===== src/rtl/openadc_pkg.sv =====
package openadc_pkg;

   localparam int adc_width      = 12;
   localparam int reg_addr_width = 8;
   localparam int reg_data_width = 8;
   localparam int freq_width     = 32;
   localparam int limit_width    = 16;

   // register map
   localparam logic [reg_addr_width-1:0] addr_ctrl     = 8'h00;
   localparam logic [reg_addr_width-1:0] addr_gain     = 8'h01;
   localparam logic [reg_addr_width-1:0] addr_level_lo = 8'h02;
   localparam logic [reg_addr_width-1:0] addr_level_hi = 8'h03; // low nibble only
   localparam logic [reg_addr_width-1:0] addr_freq0    = 8'h04; // little endian, read only
   localparam logic [reg_addr_width-1:0] addr_freq1    = 8'h05;
   localparam logic [reg_addr_width-1:0] addr_freq2    = 8'h06;
   localparam logic [reg_addr_width-1:0] addr_freq3    = 8'h07;
   localparam logic [reg_addr_width-1:0] addr_limit_lo = 8'h08;
   localparam logic [reg_addr_width-1:0] addr_limit_hi = 8'h09;
   localparam logic [reg_addr_width-1:0] addr_status   = 8'h0C; // read only

   // ctrl bits
   localparam int ctrl_arm_bit    = 0; // write only, self clearing
   localparam int ctrl_source_bit = 1; // 1 = adc, 0 = test counter
   localparam int ctrl_led_lsb    = 2;
   localparam int ctrl_mondis_bit = 4;

   typedef enum logic [1:0] {
      led_status    = 2'd0,
      led_heartbeat = 2'd1
   } led_sel_t; // 2 and 3 reserved, both leds off

   typedef struct packed {
      logic        above;     // 1 = fire above, 0 = fire below
      logic [10:0] magnitude;
   } adc_level_dir_t;

   // threshold word and its direction view
   typedef union packed {
      logic [adc_width-1:0] word;
      adc_level_dir_t       dir;
   } adc_level_u;

endpackage

===== src/rtl/openadc_top.sv =====
`timescale 1ns/1ps

module openadc_top #(
   parameter int p_window_log2 = 23
) (
   input  logic                                   clk_usb,
   input  logic                                   reset,
   input  logic [openadc_pkg::reg_addr_width-1:0] reg_address_i,
   input  logic [openadc_pkg::reg_data_width-1:0] reg_datai_i,
   input  logic                                   reg_read_i,
   input  logic                                   reg_write_i,
   input  logic [openadc_pkg::adc_width-1:0]      adc_data_i,
   input  logic                                   adc_valid_i,
   input  logic                                   ext_clk_i,
   output logic [openadc_pkg::reg_data_width-1:0] reg_datao_o,
   output logic                                   trigger_adc_o,
   output logic                                   amp_gain_o,
   output logic                                   led_armed_o,
   output logic                                   led_capture_o,
   output logic                                   freq_measure_o
);
   import openadc_pkg::*;

   logic                   data_source;
   logic                   arm_pulse;
   adc_level_u             trigger_level;
   led_sel_t               led_select;
   logic                   monitor_disable;
   logic [limit_width-1:0] ext_limit;
   logic                   armed;
   logic [freq_width-1:0]  ext_freq;
   logic                   ext_changed;
   logic                   ext_clk_level;

   adc_regs u_adc_regs (
      .clk_usb           (clk_usb),
      .reset             (reset),
      .reg_address_i     (reg_address_i),
      .reg_datai_i       (reg_datai_i),
      .reg_read_i        (reg_read_i),
      .reg_write_i       (reg_write_i),
      .armed_i           (armed),
      .ext_freq_i        (ext_freq),
      .ext_changed_i     (ext_changed),
      .ext_clk_level_i   (ext_clk_level),
      .reg_datao_o       (reg_datao_o),
      .arm_pulse_o       (arm_pulse),
      .data_source_o     (data_source),
      .trigger_level_o   (trigger_level),
      .led_select_o      (led_select),
      .monitor_disable_o (monitor_disable),
      .ext_limit_o       (ext_limit),
      .amp_gain_o        (amp_gain_o)
   );

   level_trigger u_level_trigger (
      .clk_usb         (clk_usb),
      .reset           (reset),
      .adc_data_i      (adc_data_i),
      .adc_valid_i     (adc_valid_i),
      .data_source_i   (data_source),
      .arm_pulse_i     (arm_pulse),
      .trigger_level_i (trigger_level),
      .trigger_adc_o   (trigger_adc_o),
      .armed_o         (armed)
   );

   clock_monitor #(
      .p_window_log2 (p_window_log2)
   ) u_clock_monitor (
      .clk_usb           (clk_usb),
      .reset             (reset),
      .ext_clk_i         (ext_clk_i),
      .armed_i           (armed),
      .led_select_i      (led_select),
      .monitor_disable_i (monitor_disable),
      .ext_limit_i       (ext_limit),
      .freq_measure_o    (freq_measure_o),
      .ext_freq_o        (ext_freq),
      .ext_changed_o     (ext_changed),
      .ext_clk_level_o   (ext_clk_level),
      .led_armed_o       (led_armed_o),
      .led_capture_o     (led_capture_o)
   );

endmodule


===== src/rtl/clock_monitor.sv =====
`timescale 1ns/1ps

module clock_monitor #(
   parameter int p_window_log2 = 23
) (
   input  logic                                clk_usb,
   input  logic                                reset,
   input  logic                                ext_clk_i,
   input  logic                                armed_i,
   input  openadc_pkg::led_sel_t               led_select_i,
   input  logic                                monitor_disable_i,
   input  logic [openadc_pkg::limit_width-1:0] ext_limit_i,
   output logic                                freq_measure_o,
   output logic [openadc_pkg::freq_width-1:0]  ext_freq_o,
   output logic                                ext_changed_o,
   output logic                                ext_clk_level_o,
   output logic                                led_armed_o,
   output logic                                led_capture_o
);
   import openadc_pkg::*;

   localparam int timer_width = p_window_log2 + 3;

   logic [timer_width-1:0] timer;
   logic                   window_bit_q;
   logic                   window_end;
   logic                   ext_meta;
   logic                   ext_sync;
   logic                   ext_sync_q;
   logic                   ext_rise;
   logic [freq_width-1:0]  edge_cnt;
   logic [freq_width-1:0]  freq_diff;
   logic [freq_width-1:0]  limit_wide;
   logic                   flash_pattern;

   always_ff @(posedge clk_usb) begin
      if (reset) begin
         timer          <= '0;
         window_bit_q   <= 1'b0;
         freq_measure_o <= 1'b0;
      end else begin
         timer          <= timer + 1'b1;
         window_bit_q   <= timer[p_window_log2];
         freq_measure_o <= window_end;
      end
   end

   assign window_end = timer[p_window_log2] && !window_bit_q;

   // two flop sync plus one for edge detect
   always_ff @(posedge clk_usb) begin
      if (reset) begin
         ext_meta   <= 1'b0;
         ext_sync   <= 1'b0;
         ext_sync_q <= 1'b0;
      end else begin
         ext_meta   <= ext_clk_i;
         ext_sync   <= ext_meta;
         ext_sync_q <= ext_sync;
      end
   end

   assign ext_rise        = ext_sync && !ext_sync_q;
   assign ext_clk_level_o = ext_sync;

   assign freq_diff  = (ext_freq_o > edge_cnt) ? ext_freq_o - edge_cnt : edge_cnt - ext_freq_o;
   assign limit_wide = {{(freq_width - limit_width){1'b0}}, ext_limit_i};

   always_ff @(posedge clk_usb) begin
      if (reset) begin
         edge_cnt      <= '0;
         ext_freq_o    <= '0;
         ext_changed_o <= 1'b0;
      end else begin
         if (window_end) begin
            ext_freq_o <= edge_cnt;
            edge_cnt   <= {{(freq_width - 1){1'b0}}, ext_rise}; // edge on the boundary counts here
         end else if (ext_rise) begin
            edge_cnt <= edge_cnt + 1'b1;
         end

         if (monitor_disable_i)
            ext_changed_o <= 1'b0;
         else if (window_end && (ext_freq_o != '0) && (freq_diff > limit_wide))
            ext_changed_o <= 1'b1; // sticky
      end
   end

   assign flash_pattern = ~timer[p_window_log2 + 2];

   always_comb begin
      if (ext_changed_o) begin
         led_armed_o   = flash_pattern;
         led_capture_o = flash_pattern;
      end else begin
         case (led_select_i)
            led_status: begin
               led_armed_o   = armed_i;
               led_capture_o = ext_changed_o;
            end
            led_heartbeat: begin
               led_armed_o   = timer[p_window_log2 + 1];
               led_capture_o = edge_cnt[2];
            end
            default: begin
               led_armed_o   = 1'b0;
               led_capture_o = 1'b0;
            end
         endcase
      end
   end

   a_disable_clears: assert property (
      @(posedge clk_usb) disable iff (reset)
      monitor_disable_i |=> !ext_changed_o
   ) else $error("clock change flag set while monitor disabled");

endmodule


===== src/rtl/level_trigger.sv =====
`timescale 1ns/1ps

module level_trigger (
   input  logic                              clk_usb,
   input  logic                              reset,
   input  logic [openadc_pkg::adc_width-1:0] adc_data_i,
   input  logic                              adc_valid_i,
   input  logic                              data_source_i,
   input  logic                              arm_pulse_i,
   input  openadc_pkg::adc_level_u           trigger_level_i,
   output logic                              trigger_adc_o,
   output logic                              armed_o
);
   import openadc_pkg::*;

   logic [adc_width-1:0] test_cnt;
   logic [adc_width-1:0] cnt_next;
   logic [adc_width-1:0] sample_q;
   logic                 sample_new;
   logic                 level_hit;

   assign cnt_next = test_cnt + 1'b1;

   // counter leads the captured value, k-th strobe sees k
   always_ff @(posedge clk_usb) begin
      if (reset) begin
         test_cnt   <= '0;
         sample_new <= 1'b0;
      end else begin
         sample_new <= adc_valid_i;
         if (adc_valid_i)
            test_cnt <= cnt_next;
      end
   end

   always_ff @(posedge clk_usb) begin
      if (adc_valid_i)
         sample_q <= data_source_i ? adc_data_i : cnt_next;
   end

   always_comb begin
      if (trigger_level_i.dir.above)
         level_hit = sample_q > trigger_level_i.word;
      else
         level_hit = sample_q < trigger_level_i.word;
   end

   always_ff @(posedge clk_usb) begin
      if (reset) begin
         trigger_adc_o <= 1'b0;
         armed_o       <= 1'b0;
      end else begin
         // only fresh samples, and only once per arm
         trigger_adc_o <= armed_o && sample_new && level_hit && !trigger_adc_o;
         if (trigger_adc_o)
            armed_o <= 1'b0;
         else if (arm_pulse_i)
            armed_o <= 1'b1;
      end
   end

   a_one_shot: assert property (
      @(posedge clk_usb) disable iff (reset)
      trigger_adc_o |=> !trigger_adc_o
   ) else $error("level trigger fired on consecutive cycles");

endmodule


===== src/rtl/adc_regs.sv =====
`timescale 1ns/1ps

module adc_regs (
   input  logic                                   clk_usb,
   input  logic                                   reset,
   input  logic [openadc_pkg::reg_addr_width-1:0] reg_address_i,
   input  logic [openadc_pkg::reg_data_width-1:0] reg_datai_i,
   input  logic                                   reg_read_i,
   input  logic                                   reg_write_i,
   input  logic                                   armed_i,
   input  logic [openadc_pkg::freq_width-1:0]     ext_freq_i,
   input  logic                                   ext_changed_i,
   input  logic                                   ext_clk_level_i,
   output logic [openadc_pkg::reg_data_width-1:0] reg_datao_o,
   output logic                                   arm_pulse_o,
   output logic                                   data_source_o,
   output openadc_pkg::adc_level_u                trigger_level_o,
   output openadc_pkg::led_sel_t                  led_select_o,
   output logic                                   monitor_disable_o,
   output logic [openadc_pkg::limit_width-1:0]    ext_limit_o,
   output logic                                   amp_gain_o
);
   import openadc_pkg::*;

   logic [4:1]                ctrl_q;     // bit0 (arm) is not stored
   logic [reg_data_width-1:0] gain_q;
   logic [reg_data_width-1:0] level_lo_q;
   logic [3:0]                level_hi_q;
   logic [reg_data_width-1:0] limit_lo_q;
   logic [reg_data_width-1:0] limit_hi_q;
   logic [8:0]                pwm_acc;
   logic [reg_data_width-1:0] status;
   logic [reg_data_width-1:0] rd_data;
   logic                      arm_write;

   always_ff @(posedge clk_usb) begin
      if (reset) begin
         ctrl_q     <= '0;
         gain_q     <= '0;
         level_lo_q <= '0;
         level_hi_q <= '0;
         limit_lo_q <= '0;
         limit_hi_q <= '0;
      end else if (reg_write_i) begin
         case (reg_address_i)
            addr_ctrl:     ctrl_q     <= reg_datai_i[4:1];
            addr_gain:     gain_q     <= reg_datai_i;
            addr_level_lo: level_lo_q <= reg_datai_i;
            addr_level_hi: level_hi_q <= reg_datai_i[3:0];
            addr_limit_lo: limit_lo_q <= reg_datai_i;
            addr_limit_hi: limit_hi_q <= reg_datai_i;
            default: ;
         endcase
      end
   end

   assign arm_write = reg_write_i && (reg_address_i == addr_ctrl)
                      && reg_datai_i[ctrl_arm_bit];

   // one cycle only, back to back arm writes collapse
   always_ff @(posedge clk_usb) begin
      if (reset)
         arm_pulse_o <= 1'b0;
      else
         arm_pulse_o <= arm_write && !arm_pulse_o;
   end

   assign data_source_o        = ctrl_q[ctrl_source_bit];
   assign led_select_o         = led_sel_t'(ctrl_q[ctrl_led_lsb +: 2]);
   assign monitor_disable_o    = ctrl_q[ctrl_mondis_bit];
   assign trigger_level_o.word = {level_hi_q, level_lo_q};
   assign ext_limit_o          = {limit_hi_q, limit_lo_q};

   // gain pwm, carry out of the low byte
   always_ff @(posedge clk_usb) begin
      if (reset)
         pwm_acc <= '0;
      else
         pwm_acc <= {1'b0, pwm_acc[7:0]} + {1'b0, gain_q};
   end

   assign amp_gain_o = pwm_acc[8];

   assign status = {5'b00000, ext_clk_level_i, ext_changed_i, armed_i};

   always_comb begin
      rd_data = '0;
      case (reg_address_i)
         addr_ctrl:     rd_data = {3'b000, ctrl_q, 1'b0}; // arm reads back 0
         addr_gain:     rd_data = gain_q;
         addr_level_lo: rd_data = level_lo_q;
         addr_level_hi: rd_data = {4'b0000, level_hi_q};
         addr_freq0:    rd_data = ext_freq_i[7:0];
         addr_freq1:    rd_data = ext_freq_i[15:8];
         addr_freq2:    rd_data = ext_freq_i[23:16];
         addr_freq3:    rd_data = ext_freq_i[31:24];
         addr_limit_lo: rd_data = limit_lo_q;
         addr_limit_hi: rd_data = limit_hi_q;
         addr_status:   rd_data = status;
         default:       rd_data = '0;
      endcase
   end

   // or-bus style, zero when not reading
   assign reg_datao_o = reg_read_i ? rd_data : '0;

   a_arm_single: assert property (
      @(posedge clk_usb) disable iff (reset)
      arm_pulse_o |=> !arm_pulse_o
   ) else $error("arm pulse held for more than one cycle");

endmodule


===== config.mk =====
export PLATFORM = sky130hd
export DESIGN_NAME = openadc_top
export DESIGN_NICKNAME = d
export VERILOG_FILES = /design/src/rtl/openadc_pkg.sv /design/src/rtl/openadc_top.sv /design/src/rtl/clock_monitor.sv /design/src/rtl/level_trigger.sv /design/src/rtl/adc_regs.sv
export SDC_FILE = /design/constraint.sdc
export NUM_CORES = 1
export LEC_CHECK = 0
export ABC_AREA = 1
export BUFFER_PORTS_ARGS = -buffer_cell sky130_fd_sc_hd__clkbuf_2
export CORE_MARGIN = 3
export CORE_UTILIZATION = 48
export DETAILED_ROUTE_END_ITERATION = 12
export PLACE_DENSITY_LB_ADDON = 0.05
export SKIP_CTS_REPAIR_TIMING = 1
export SLEW_MARGIN = 30
export SYNTH_ARGS = -nofsm -noshare
export SYNTH_HDL_FRONTEND = slang
export SYNTH_SLANG_ARGS = --single-unit

===== constraint.sdc =====
create_clock -name clk_usb -period 4.5 [get_ports clk_usb]
set_input_delay 0.225 -clock clk_usb [delete_from_list [all_inputs] [get_ports clk_usb]]
set_output_delay 0.225 -clock clk_usb [all_outputs]
set_load 0.01 [all_outputs]

# Word-level counts from Yosys, hierarchy flattened
# Cells that the tools add are included.
# op_classes
n_addsub	6
magnitude_cmp	4
eq_ne	11
muxes	11
bitwise	1
n_reduce_logical	27
# ops
operator	count
case mux 8 bit (11 select lines)	1
subtractor 32 bit	2
adder 32 x 1 -> 32 bit (second input constant)	1
equality test 8 x 3 -> 1 bit (second input constant)	4
greater-than comparator 32 x 16 -> 1 bit	1
greater-than comparator 32 bit	1
2-to-1 mux 32 bit	1
nonzero test 32 bit	1
adder 26 x 1 -> 26 bit (second input constant)	1
equality test 8 x 4 -> 1 bit (second input constant)	3
equality test 8 x 2 -> 1 bit (second input constant)	2
adder 12 x 1 -> 12 bit (second input constant)	1
greater-than comparator 12 bit	1
< comparator 12 bit	1
2-to-1 mux 12 bit	1
AND reduction 2 bit	6
logical AND 1 bit	10
adder 8 x 8 -> 9 bit	1
equality test 8 x 1 -> 1 bit (second input constant)	1
logical NOT 8 bit	1
2-to-1 mux 8 bit	1
2-to-1 mux 1 bit	6
OR reduction 2 bit	3
logical NOT 1 bit	4
5 further kinds	5
# word_totals
ff_bits	173
input_bits	34
out_inout_bits	13
word_cells	83

# Logic depth before layout (Yosys ltp)
# Gate-level depths: netlist (run 1).
# logic_depth
ltp_word	4
depth_mapped	34
mapped_depth_nobuf	33

# Modules after synthesis
# A second synthesis (run 1) with hierarchy kept.
# unflattened
hier_cells	2185
area_unflattened_um2	13526.7
# by_module_without_submodules
module	instances	cells_each	area_per_inst_um2	seq_area_each_um2
clock_monitor	1	1535	8993.6	1921.8
adc_regs	1	428	2891.5	1001.0
level_trigger	1	222	1641.6	660.6

# Worst setup path before layout (run 1)
# No wires, ideal clock.
# synth_path
kind	register -> register
startpoint	register u_clock_monitor.edge_cnt[0]
endpoint	register u_clock_monitor.ext_changed_o
arrival_ns	3.484
path_slack_ns	0.897
stages_incl_launch_ff	33
cell_sequence	dfxtp_1 > ha_1 > inv_1 > fa_1 > nand3_1 > nand3_1 > nand2_1 > nand2_2 > nand2_2 > nand2_2 > nand2_2 > nand2_4 > nand2_4 > buf_6 > buf_2 > nand2_1 > o21ai_1 > xor2_1 > inv_1 > ha_1 > nand2_1 > inv_1 > nand3_1 > nor3_1 > nand3_1 > nand2_1 > nand2_1 > nor2_1 > nand2_1 > nor2_1 > nand2_1 > nand2_1 > a21oi_1
# synth_via
elab_chain_len	4
elab_cells_between_ends	6
classes_between	add/sub: 2; order compare: 2; mux: 1; reduce/logical: 1
# synth_rtl
element	line_no	rtl
from (decl)	clock_monitor.sv:31	logic [freq_width-1:0] edge_cnt;
from (signal assigned)	clock_monitor.sv:77	edge_cnt <= {{(freq_width - 1){1'b0}}, ext_rise};
from (signal assigned)	clock_monitor.sv:79	edge_cnt <= edge_cnt + 1'b1;
subtractor 32 bit or greater-than comparator 32 bit (tied branches)	clock_monitor.sv:66	assign freq_diff = (ext_freq_o > edge_cnt) ? ext_freq_o - edge_cnt : edge_cnt - ext_freq_o;
2-to-1 mux 32 bit *	clock_monitor.sv:66	
greater-than comparator 32 x 16 -> 1 bit *	clock_monitor.sv:84	else if (window_end && (ext_freq_o != '0) && (freq_diff > limit_wide))
logical AND 1 bit *	clock_monitor.sv:84	
to (signal assigned)	clock_monitor.sv:73	ext_changed_o <= 1'b0;
to (signal assigned)	clock_monitor.sv:83	ext_changed_o <= 1'b0;
to (signal assigned)	clock_monitor.sv:85	ext_changed_o <= 1'b1;
to (decl)	clock_monitor.sv:15	output logic ext_changed_o,
# Mark *: on every way between the ends. The rest lies on a longest branch, timed or not.
# A chain may end at the register's enable or synchronous reset.

# Worst setup path in the final report (run 1)
# layout_path
startpoint	register u_clock_monitor.ext_freq_o[9] (netlist bit)
endpoint	register u_clock_monitor.ext_changed_o
# layout_via
elab_chain_len	4
elab_cells_between_ends	8
classes_between	add/sub: 2; order compare: 2; mux: 1; reduce/logical: 3
# layout_rtl
element	line_no	rtl
from (decl)	clock_monitor.sv:14	output logic [openadc_pkg::freq_width-1:0] ext_freq_o,
from (signal assigned)	clock_monitor.sv:76	ext_freq_o <= edge_cnt;
subtractor 32 bit or greater-than comparator 32 bit (tied branches)	clock_monitor.sv:66	
2-to-1 mux 32 bit	clock_monitor.sv:66	
greater-than comparator 32 x 16 -> 1 bit	clock_monitor.sv:84	
logical AND 1 bit *	clock_monitor.sv:84	
# Marked as above.

==> summary.md, run 1 <==
| Metric | Value |
|---|---|
| Final Cycle Share | 0.907 |
| Yosys top cell by area | dfxtp_1 |
| Gate Count Post-Synth | 2064 |
| Final HPWL DP | approximately 34000 µm |
| Status | finished clean |
| Ys async rst share | 0 |
| Remaining DRCs | 0 |
| Root Buffer | clkbuf_16 |
| Max VDD drop | roughly 230 µV |
| Vias | roughly 13k |
| Synth top area share | 0.247 |
| Worst-Margin Slew | about 960 ps |
| First-pass GRT wire length | approximately 66000 µm |
| Die height | 171 µm |
| Slew margin rel. | 0.361 |
| Area of the multi-input gates | roughly 0.008 mm² |
| DIE AREA | 0.0292 mm² |
| Gpl congestion | 1.01 |
| Crit-path slowest cell | ha_1 |
| Post-synth EDFFs | 12 |
| Io pins | 47 |
| Synth cell types | 53 |
| Grt total ovfl | 0 |
| Critical path launch point type | register |
| Critical path data arrival time | 4400 ps |
| Setup Viol. Count Final | 0 |
| Min-Delay Path Class | in -> reg |
| Synth area leaders | dfxtp_1 (25%), nand2_1 (16%), inv_1 (11%) |
| Crit path largest cell delay | around 450 ps |
| #FFs+latches synth | approximately 170 |
| Die X | around 170 µm |
| Diode count | 0 |
| YS warnings | 0 |
| Req. time, crit path | around 4800 ps |
| Initial antenna violation count | 0 |
| Vias in the first global route | 12.4k |
| Clk_skew | about 14 ps |
| Clock transition at the registers of the reported paths | 70 ps |
| GR met3 Demand/Resource | 0.0407 |
| Clock insertion delay at the later pin of the skew report | 440 ps |
| Largest net degree at the start of global routing | 51 |
| CTS buffer count | 17 |
| Syn_area_per_cell | between 6 and 7 µm² |
| Clock sinks | about 170 |
| Starting density of the core | 0.494 |
| Drt pass-1 iters | 6 |
| GR Layer Usage met2 | 0.468 |
| Fraction of layout cells with a size suffix above 1 | 0.0789 |
| Number of port buffers | between 40 and 50 |
| Longest Clk Path Bufs | 2 |
| GR peak layer | met2 |
| Met1 usage | 0.392 |
| Wirelength per Cell | 16.9 µm |
| All-Layer GR Usage | 0.289 |
| Synthesized Nets | approximately 2.2k |
| Main synth FF type | dfxtp_1 |
| Total negative slack | 0 ps |
| Pwr Density | 240 mW/mm² |
| Vias/cell | about 5.3 |
| Initial DRC Count | 1113 |
| Mapped Area | 0.0130 mm² |
| Final WL | 41700 µm |
| Row count | 59 |
| Overall power | 3430 µW |
| Fin crit period | between 4000 and 5000 ps |
| Leak | ~0.007 µW |
| Critical path class | reg -> reg |
| Detail Route Antenna Nets | 0 |
| Max Freq | 245 MHz |
| Max-cap violation count | 0 |
| Layout Nets | approximately 2.3k |
| RSZ-0062 raised after global routing | false |
| Core Area | 0.0264 mm² |
| Storage element area | ~0.0036 mm² |
| Critical path fanouts, max | 14 |
| Register area share after synthesis | 0.275 |
| Area Overhead vs Synth | 9.64% |
| TritonCTS clock tree | yes |
| Most common cell after layout, fill and taps aside | nand2_1 |
| CTS H-tree lvls | 4 |
| Crit-path most repeated cell | nand2_1 |
| Endpoint class of the critical path | register |
| Final hold viol count | 0 |
| Commonest non-fill, non-tap cells in the layout | nand2_1 (566), inv_1 (385), nor2_1 (176) |
| Pins Over Slew Limit | 0 |
| Fill count | 2731 |
[per-layer routing]
layer  wire (µm)  vias to the layer above
met2       18700                      415
met1       19000                     6002
met3        2460                       85
li1            -                     6675
met5           0                        -
met4        1600                        0
[through the flow]
step	hold slack (ps)	worst slack [ps]	utilization	area (µm²)	std cells
detailed placement	413	315	0.517	13600	2425
CTS	-49.4	291	0.539	14200	2457
global placement	404	390	0.517	13600	2425
finish	54.0	420	0.542	14300	2463
global route	53.1	38.5	0.542	14300	2463
floorplan	332	897	-	13000	2064
[final timing paths]
check,to,start,cells past startpoint,slack [ps]
worst min register to register,u_adc_regs.arm_pulse_o$_SDFF_PP0_,u_adc_regs.arm_pulse_o$_SDFF_PP0_,1,420
worst max-delay path,u_clock_monitor.ext_changed_o$_SDFFE_PP0P_,u_clock_monitor.ext_freq_o[9]$_SDFFE_PP0P_,28,420
worst max register to register,u_clock_monitor.ext_changed_o$_SDFFE_PP0P_,u_clock_monitor.ext_freq_o[9]$_SDFFE_PP0P_,28,420
worst min-delay path,u_level_trigger.sample_q[5]$_DFFE_PP_,adc_data_i[5],3,50
[logic make-up (layout without fill, tap and decap cells)]
group,after synthesis,count (layout),share of synthesized area
adders and majority gates,105,105,0.103
and+or+nand+nor,972,972,0.323
DFF,173,173,0.275
xor gates and xnor gates,36,36,0.0242
buffers and inverters,431,495,0.127
AOI/OAI and AO/OA,347,347,0.148
[flip-flops by register name, indices dropped and copies added (netlist names), 8 cells and up]
name                        flops
u_clock_monitor.edge_cnt       32
u_clock_monitor.ext_freq_o     32
u_clock_monitor.timer          26
u_level_trigger.sample_q       12
u_level_trigger.test_cnt       12
u_adc_regs.pwm_acc              9
u_adc_regs.gain_q               8
u_adc_regs.level_lo_q           8
u_adc_regs.limit_hi_q           8
u_adc_regs.limit_lo_q           8
[final cells by class]
class / count / area share
clock buffer: 19 / 0.0303
clock inverter: 13 / 0.0105
timing repair buffer: 67 / 0.0273
inverter: 396 / 0.104
sequential: 173 / 0.251
multi-input combinational: 1460 / 0.547
tap: 335 / 0.0293
[Yosys cell counts, types with 2 or more instances]
cell / n
nor2_4: 8
o21ai_1: 5
o21ai_0: 93
nor3_2: 7
inv_1: 387
xnor2_1: 11
a21oi_1: 159
a221oi_1: 9
o31ai_1: 2
buf_6: 3
clkinv_1: 3
nor2_2: 8
o221a_2: 2
buf_2: 7
nand2_4: 2
nand2_2: 20
a31oi_1: 3
a21oi_2: 2
nor4_1: 11
nor3b_1: 3
nand2_1: 566
edfxtp_1: 12
dfxtp_1: 161
nand3_2: 4
fa_1: 3
clkbuf_1: 24
and2_1: 4
inv_2: 5
nor2_1: 176
nor3_1: 32
nand3b_1: 4
o2111ai_1: 5
o21bai_1: 9
or2_2: 4
ha_1: 102
o22ai_1: 48
nand3_1: 91
nand4_1: 26
o21a_1: 5
xor2_1: 25
[critical path: cells and delay by family (launching register included)]
family,cells,cell delay [ps]
simple gates,17,1850
fa+ha+maj,2,730
compound gates,5,470
flops,1,410
buf+inv,3,330
xor+xnor,1,160
[power by group]
part,leakage [µW],switching [µW],total [µW],internal (µW)
clock network,0.000277,681,1470,786
logic,0.00532,246,380,134
registers,0.00142,12.9,1580,1570
total,0.00702,940,3430,2490
No activity file was read; power rests on OpenSTA's default activity.
==> run 2: changes to the inputs <==
Clock period 4.5 ns to 4 ns, I/O delays scaled along.
==> run 2 against run 1 <==
Critical path depth increased by 6. Power increased by 14%. Core utilization increased by 1.9 points. Wire length increased by 0.85%. Register-to-register slack got worse by 170 ps. Final cell count increased by 1.3%. Clock power increased by 12%. Setup slack got worse by 170 ps. Sequential power increased by 13%. Design area increased by 3.4%. First-iteration DRC count decreased by 21%. Highest routed layer unchanged.
==> summary.md, run 2 (synthesized netlist as in run 1, its figures left out) <==
| Metric | Value |
|---|---|
| Vias in the first global route | 12.3k (-1.0%) |
| Die X | 171 µm (unchanged) |
| Largest net degree at the start of global routing | 51 (unchanged) |
| Longest Clk Path Bufs | 2 (unchanged) |
| Critical path data arrival time | 4060 ps (-340 ps) |
| Starting density of the core | 0.494 (unchanged) |
| Row count | 59 (unchanged) |
| Overall power | 3910 µW (+14%) |
| Clk_skew | 12.7 ps (-0.917 ps) |
| Area of the multi-input gates | 0.00808 mm² (+3.3%) |
| Clock sinks | 173 (unchanged) |
| Reg2reg setup slack | 250 ps (-170 ps) |
| Most common cell after layout, fill and taps aside | nand2_1 |
| Fraction of layout cells with a size suffix above 1 | 0.117 (+0.0378) |
| Critical path launch point type | register |
| TritonCTS clock tree | yes |
| Io pins | 47 (unchanged) |
| Wirelength per Cell | 16.9 µm (-0.41%) |
| Core Area | 0.0264 mm² (unchanged) |
| Clock transition at the registers of the reported paths | 80 ps (about the same) |
| Die height | 171 µm (unchanged) |
| Critical path class | reg -> reg |
| CTS buffer count | 17 (unchanged) |
| Vias | 13.2k (+0.26%) |
| Detail Route Antenna Nets | 0 (unchanged) |
| Pwr Density | 264 mW/mm² (+10%) |
| Gpl congestion | 0.986 (-2.5%) |
| Final HPWL DP | 34000 µm (-0.13%) |
| Number of port buffers | 46 (unchanged) |
| Hold Path Stages | 3 (unchanged) |
| Final Cell Area | 0.0148 mm² (+3.4%) |
| Crit-path slowest cell | fa_2 |
| Endpoint class of the critical path | register |
| Remaining DRCs | 0 (unchanged) |
| Fin crit period | 3750 ps (-334 ps) |
| Layout Nets | 2285 (+1.4%) |
| Clock insertion delay at the later pin of the skew report | 440 ps (about the same) |
| Area Overhead vs Synth | 13.4% |
| Final Cycle Share | 0.936 (+0.0298) |
| Diode count | 0 (unchanged) |
| Fill count | 2699 (-1.2%) |
| DIE AREA | 0.0292 mm² (unchanged) |
| Initial DRC Count | 876 (-21%) |
| Grt total ovfl | 0 (unchanged) |
| Vias/cell | 5.30 (-0.99%) |
| Slew margin rel. | 0.385 (+0.0240) |
| Commonest non-fill, non-tap cells in the layout | nand2_1 (559), inv_1 (383), nor2_1 (173) |
| Crit path largest cell delay | 410 ps (-40 ps) |
| Storage element area | 0.00360 mm² (+0.42%) |
| Drt pass-1 iters | 6 (unchanged) |
| Max Freq | 267 MHz (+8.9%) |
| Leak | 0.00721 µW (+2.7%) |
| Final WL | 42100 µm (+0.85%) |
| Crit-path most repeated cell | nand2_1 |
| Req. time, crit path | 4320 ps (-500 ps) |
| Final hold viol count | 0 (unchanged) |
| All-Layer GR Usage | 0.285 (-0.00394) |
| Worst-Margin Slew | 914 ps (-43.1 ps) |
| Post-Layout Cell Count | 2494 (+1.3%) |
| # placed instances | 2442 (+0.70%) |
| Setup Viol. Count Final | 0 (unchanged) |
| CTS H-tree lvls | 4 (unchanged) |
| Min-Delay Path Class | in -> reg |
| Max-cap violation count | 0 (unchanged) |
| R2R depth | 34 (+21%) |
| Root Buffer | clkbuf_16 |
| Max VDD drop | 267 µV (+14%) |
| Pins Over Slew Limit | 0 (unchanged) |
| First-pass GRT wire length | 65300 µm (-0.78%) |
| Placed Area | 0.0138 mm² (+0.94%) |
| Initial antenna violation count | 0 (unchanged) |
| Status | finished clean |
| Regs by FF count | u_clock_monitor.edge_cnt x32, u_clock_monitor.ext_freq_o x32, u_clock_monitor.timer x26 |
| Critical path fanouts, max | 6 (-8) |
-- run 2: worst max-delay path: cells and delay by family, from the launching register on --
| family | cells | cell delay, ps |
|---|---|---|
| xor+xnor | 1 | 140 |
| fa+ha+maj | 3 | 850 |
| compound gates | 2 | 150 |
| flops | 1 | 330 |
| buf+inv | 5 | 470 |
| simple gates | 23 | 1690 |
-- run 2: where the power goes --
group	switching, µW	internal [µW]	leakage, µW
clock network	764	884	0.000285
logic	305	172	0.00549
registers	13.6	1770	0.00143
-- run 2: metrics by stage --
stage          setup TNS, ps  hold WS, ps  setup slack, ps   util
2_1_floorplan              0          307              397      -
3_3_place_gp               0          394              106  0.522
3_5_place_dp               0          411             14.0  0.522
4_1_cts                -15.4        -45.8            -15.4  0.544
5_1_grt                -16.8         38.8            -16.8  0.561
6_report                   0         31.7              254  0.561
-- run 2: final timing paths --
check / start / to
worst min register to register: u_clock_monitor.ext_meta$_SDFF_PP0_ / u_clock_monitor.ext_clk_level_o$_SDFF_PP0_
worst max register to register: u_clock_monitor.ext_freq_o[0]$_SDFFE_PP0P_ / u_clock_monitor.ext_changed_o$_SDFFE_PP0P_
worst min-delay path: adc_data_i[3] / u_level_trigger.sample_q[3]$_DFFE_PP_
worst max-delay path: u_clock_monitor.ext_freq_o[0]$_SDFFE_PP0P_ / u_clock_monitor.ext_changed_o$_SDFFE_PP0P_
-- run 2: cell type report --
| cell class | instances | area share |
|---|---|---|
| clock buffers | 17 | 0.0288 |
| clock inverters | 15 | 0.0103 |
| inverters | 396 | 0.101 |
| multi-input cells | 1462 | 0.546 |
| flip-flops and latches | 173 | 0.244 |
| well taps | 335 | 0.0284 |
| repair buffers | 96 | 0.0414 |
-- run 2: routing by layer --
layer	GRT usage	vias to the layer above	wire length, µm
met2	0.476	346	19400
met1	0.392	6056	19700
met4	0.0892	0	1140
met5	0	-	0
met3	0.0247	69	1790
li1	-	6740	-
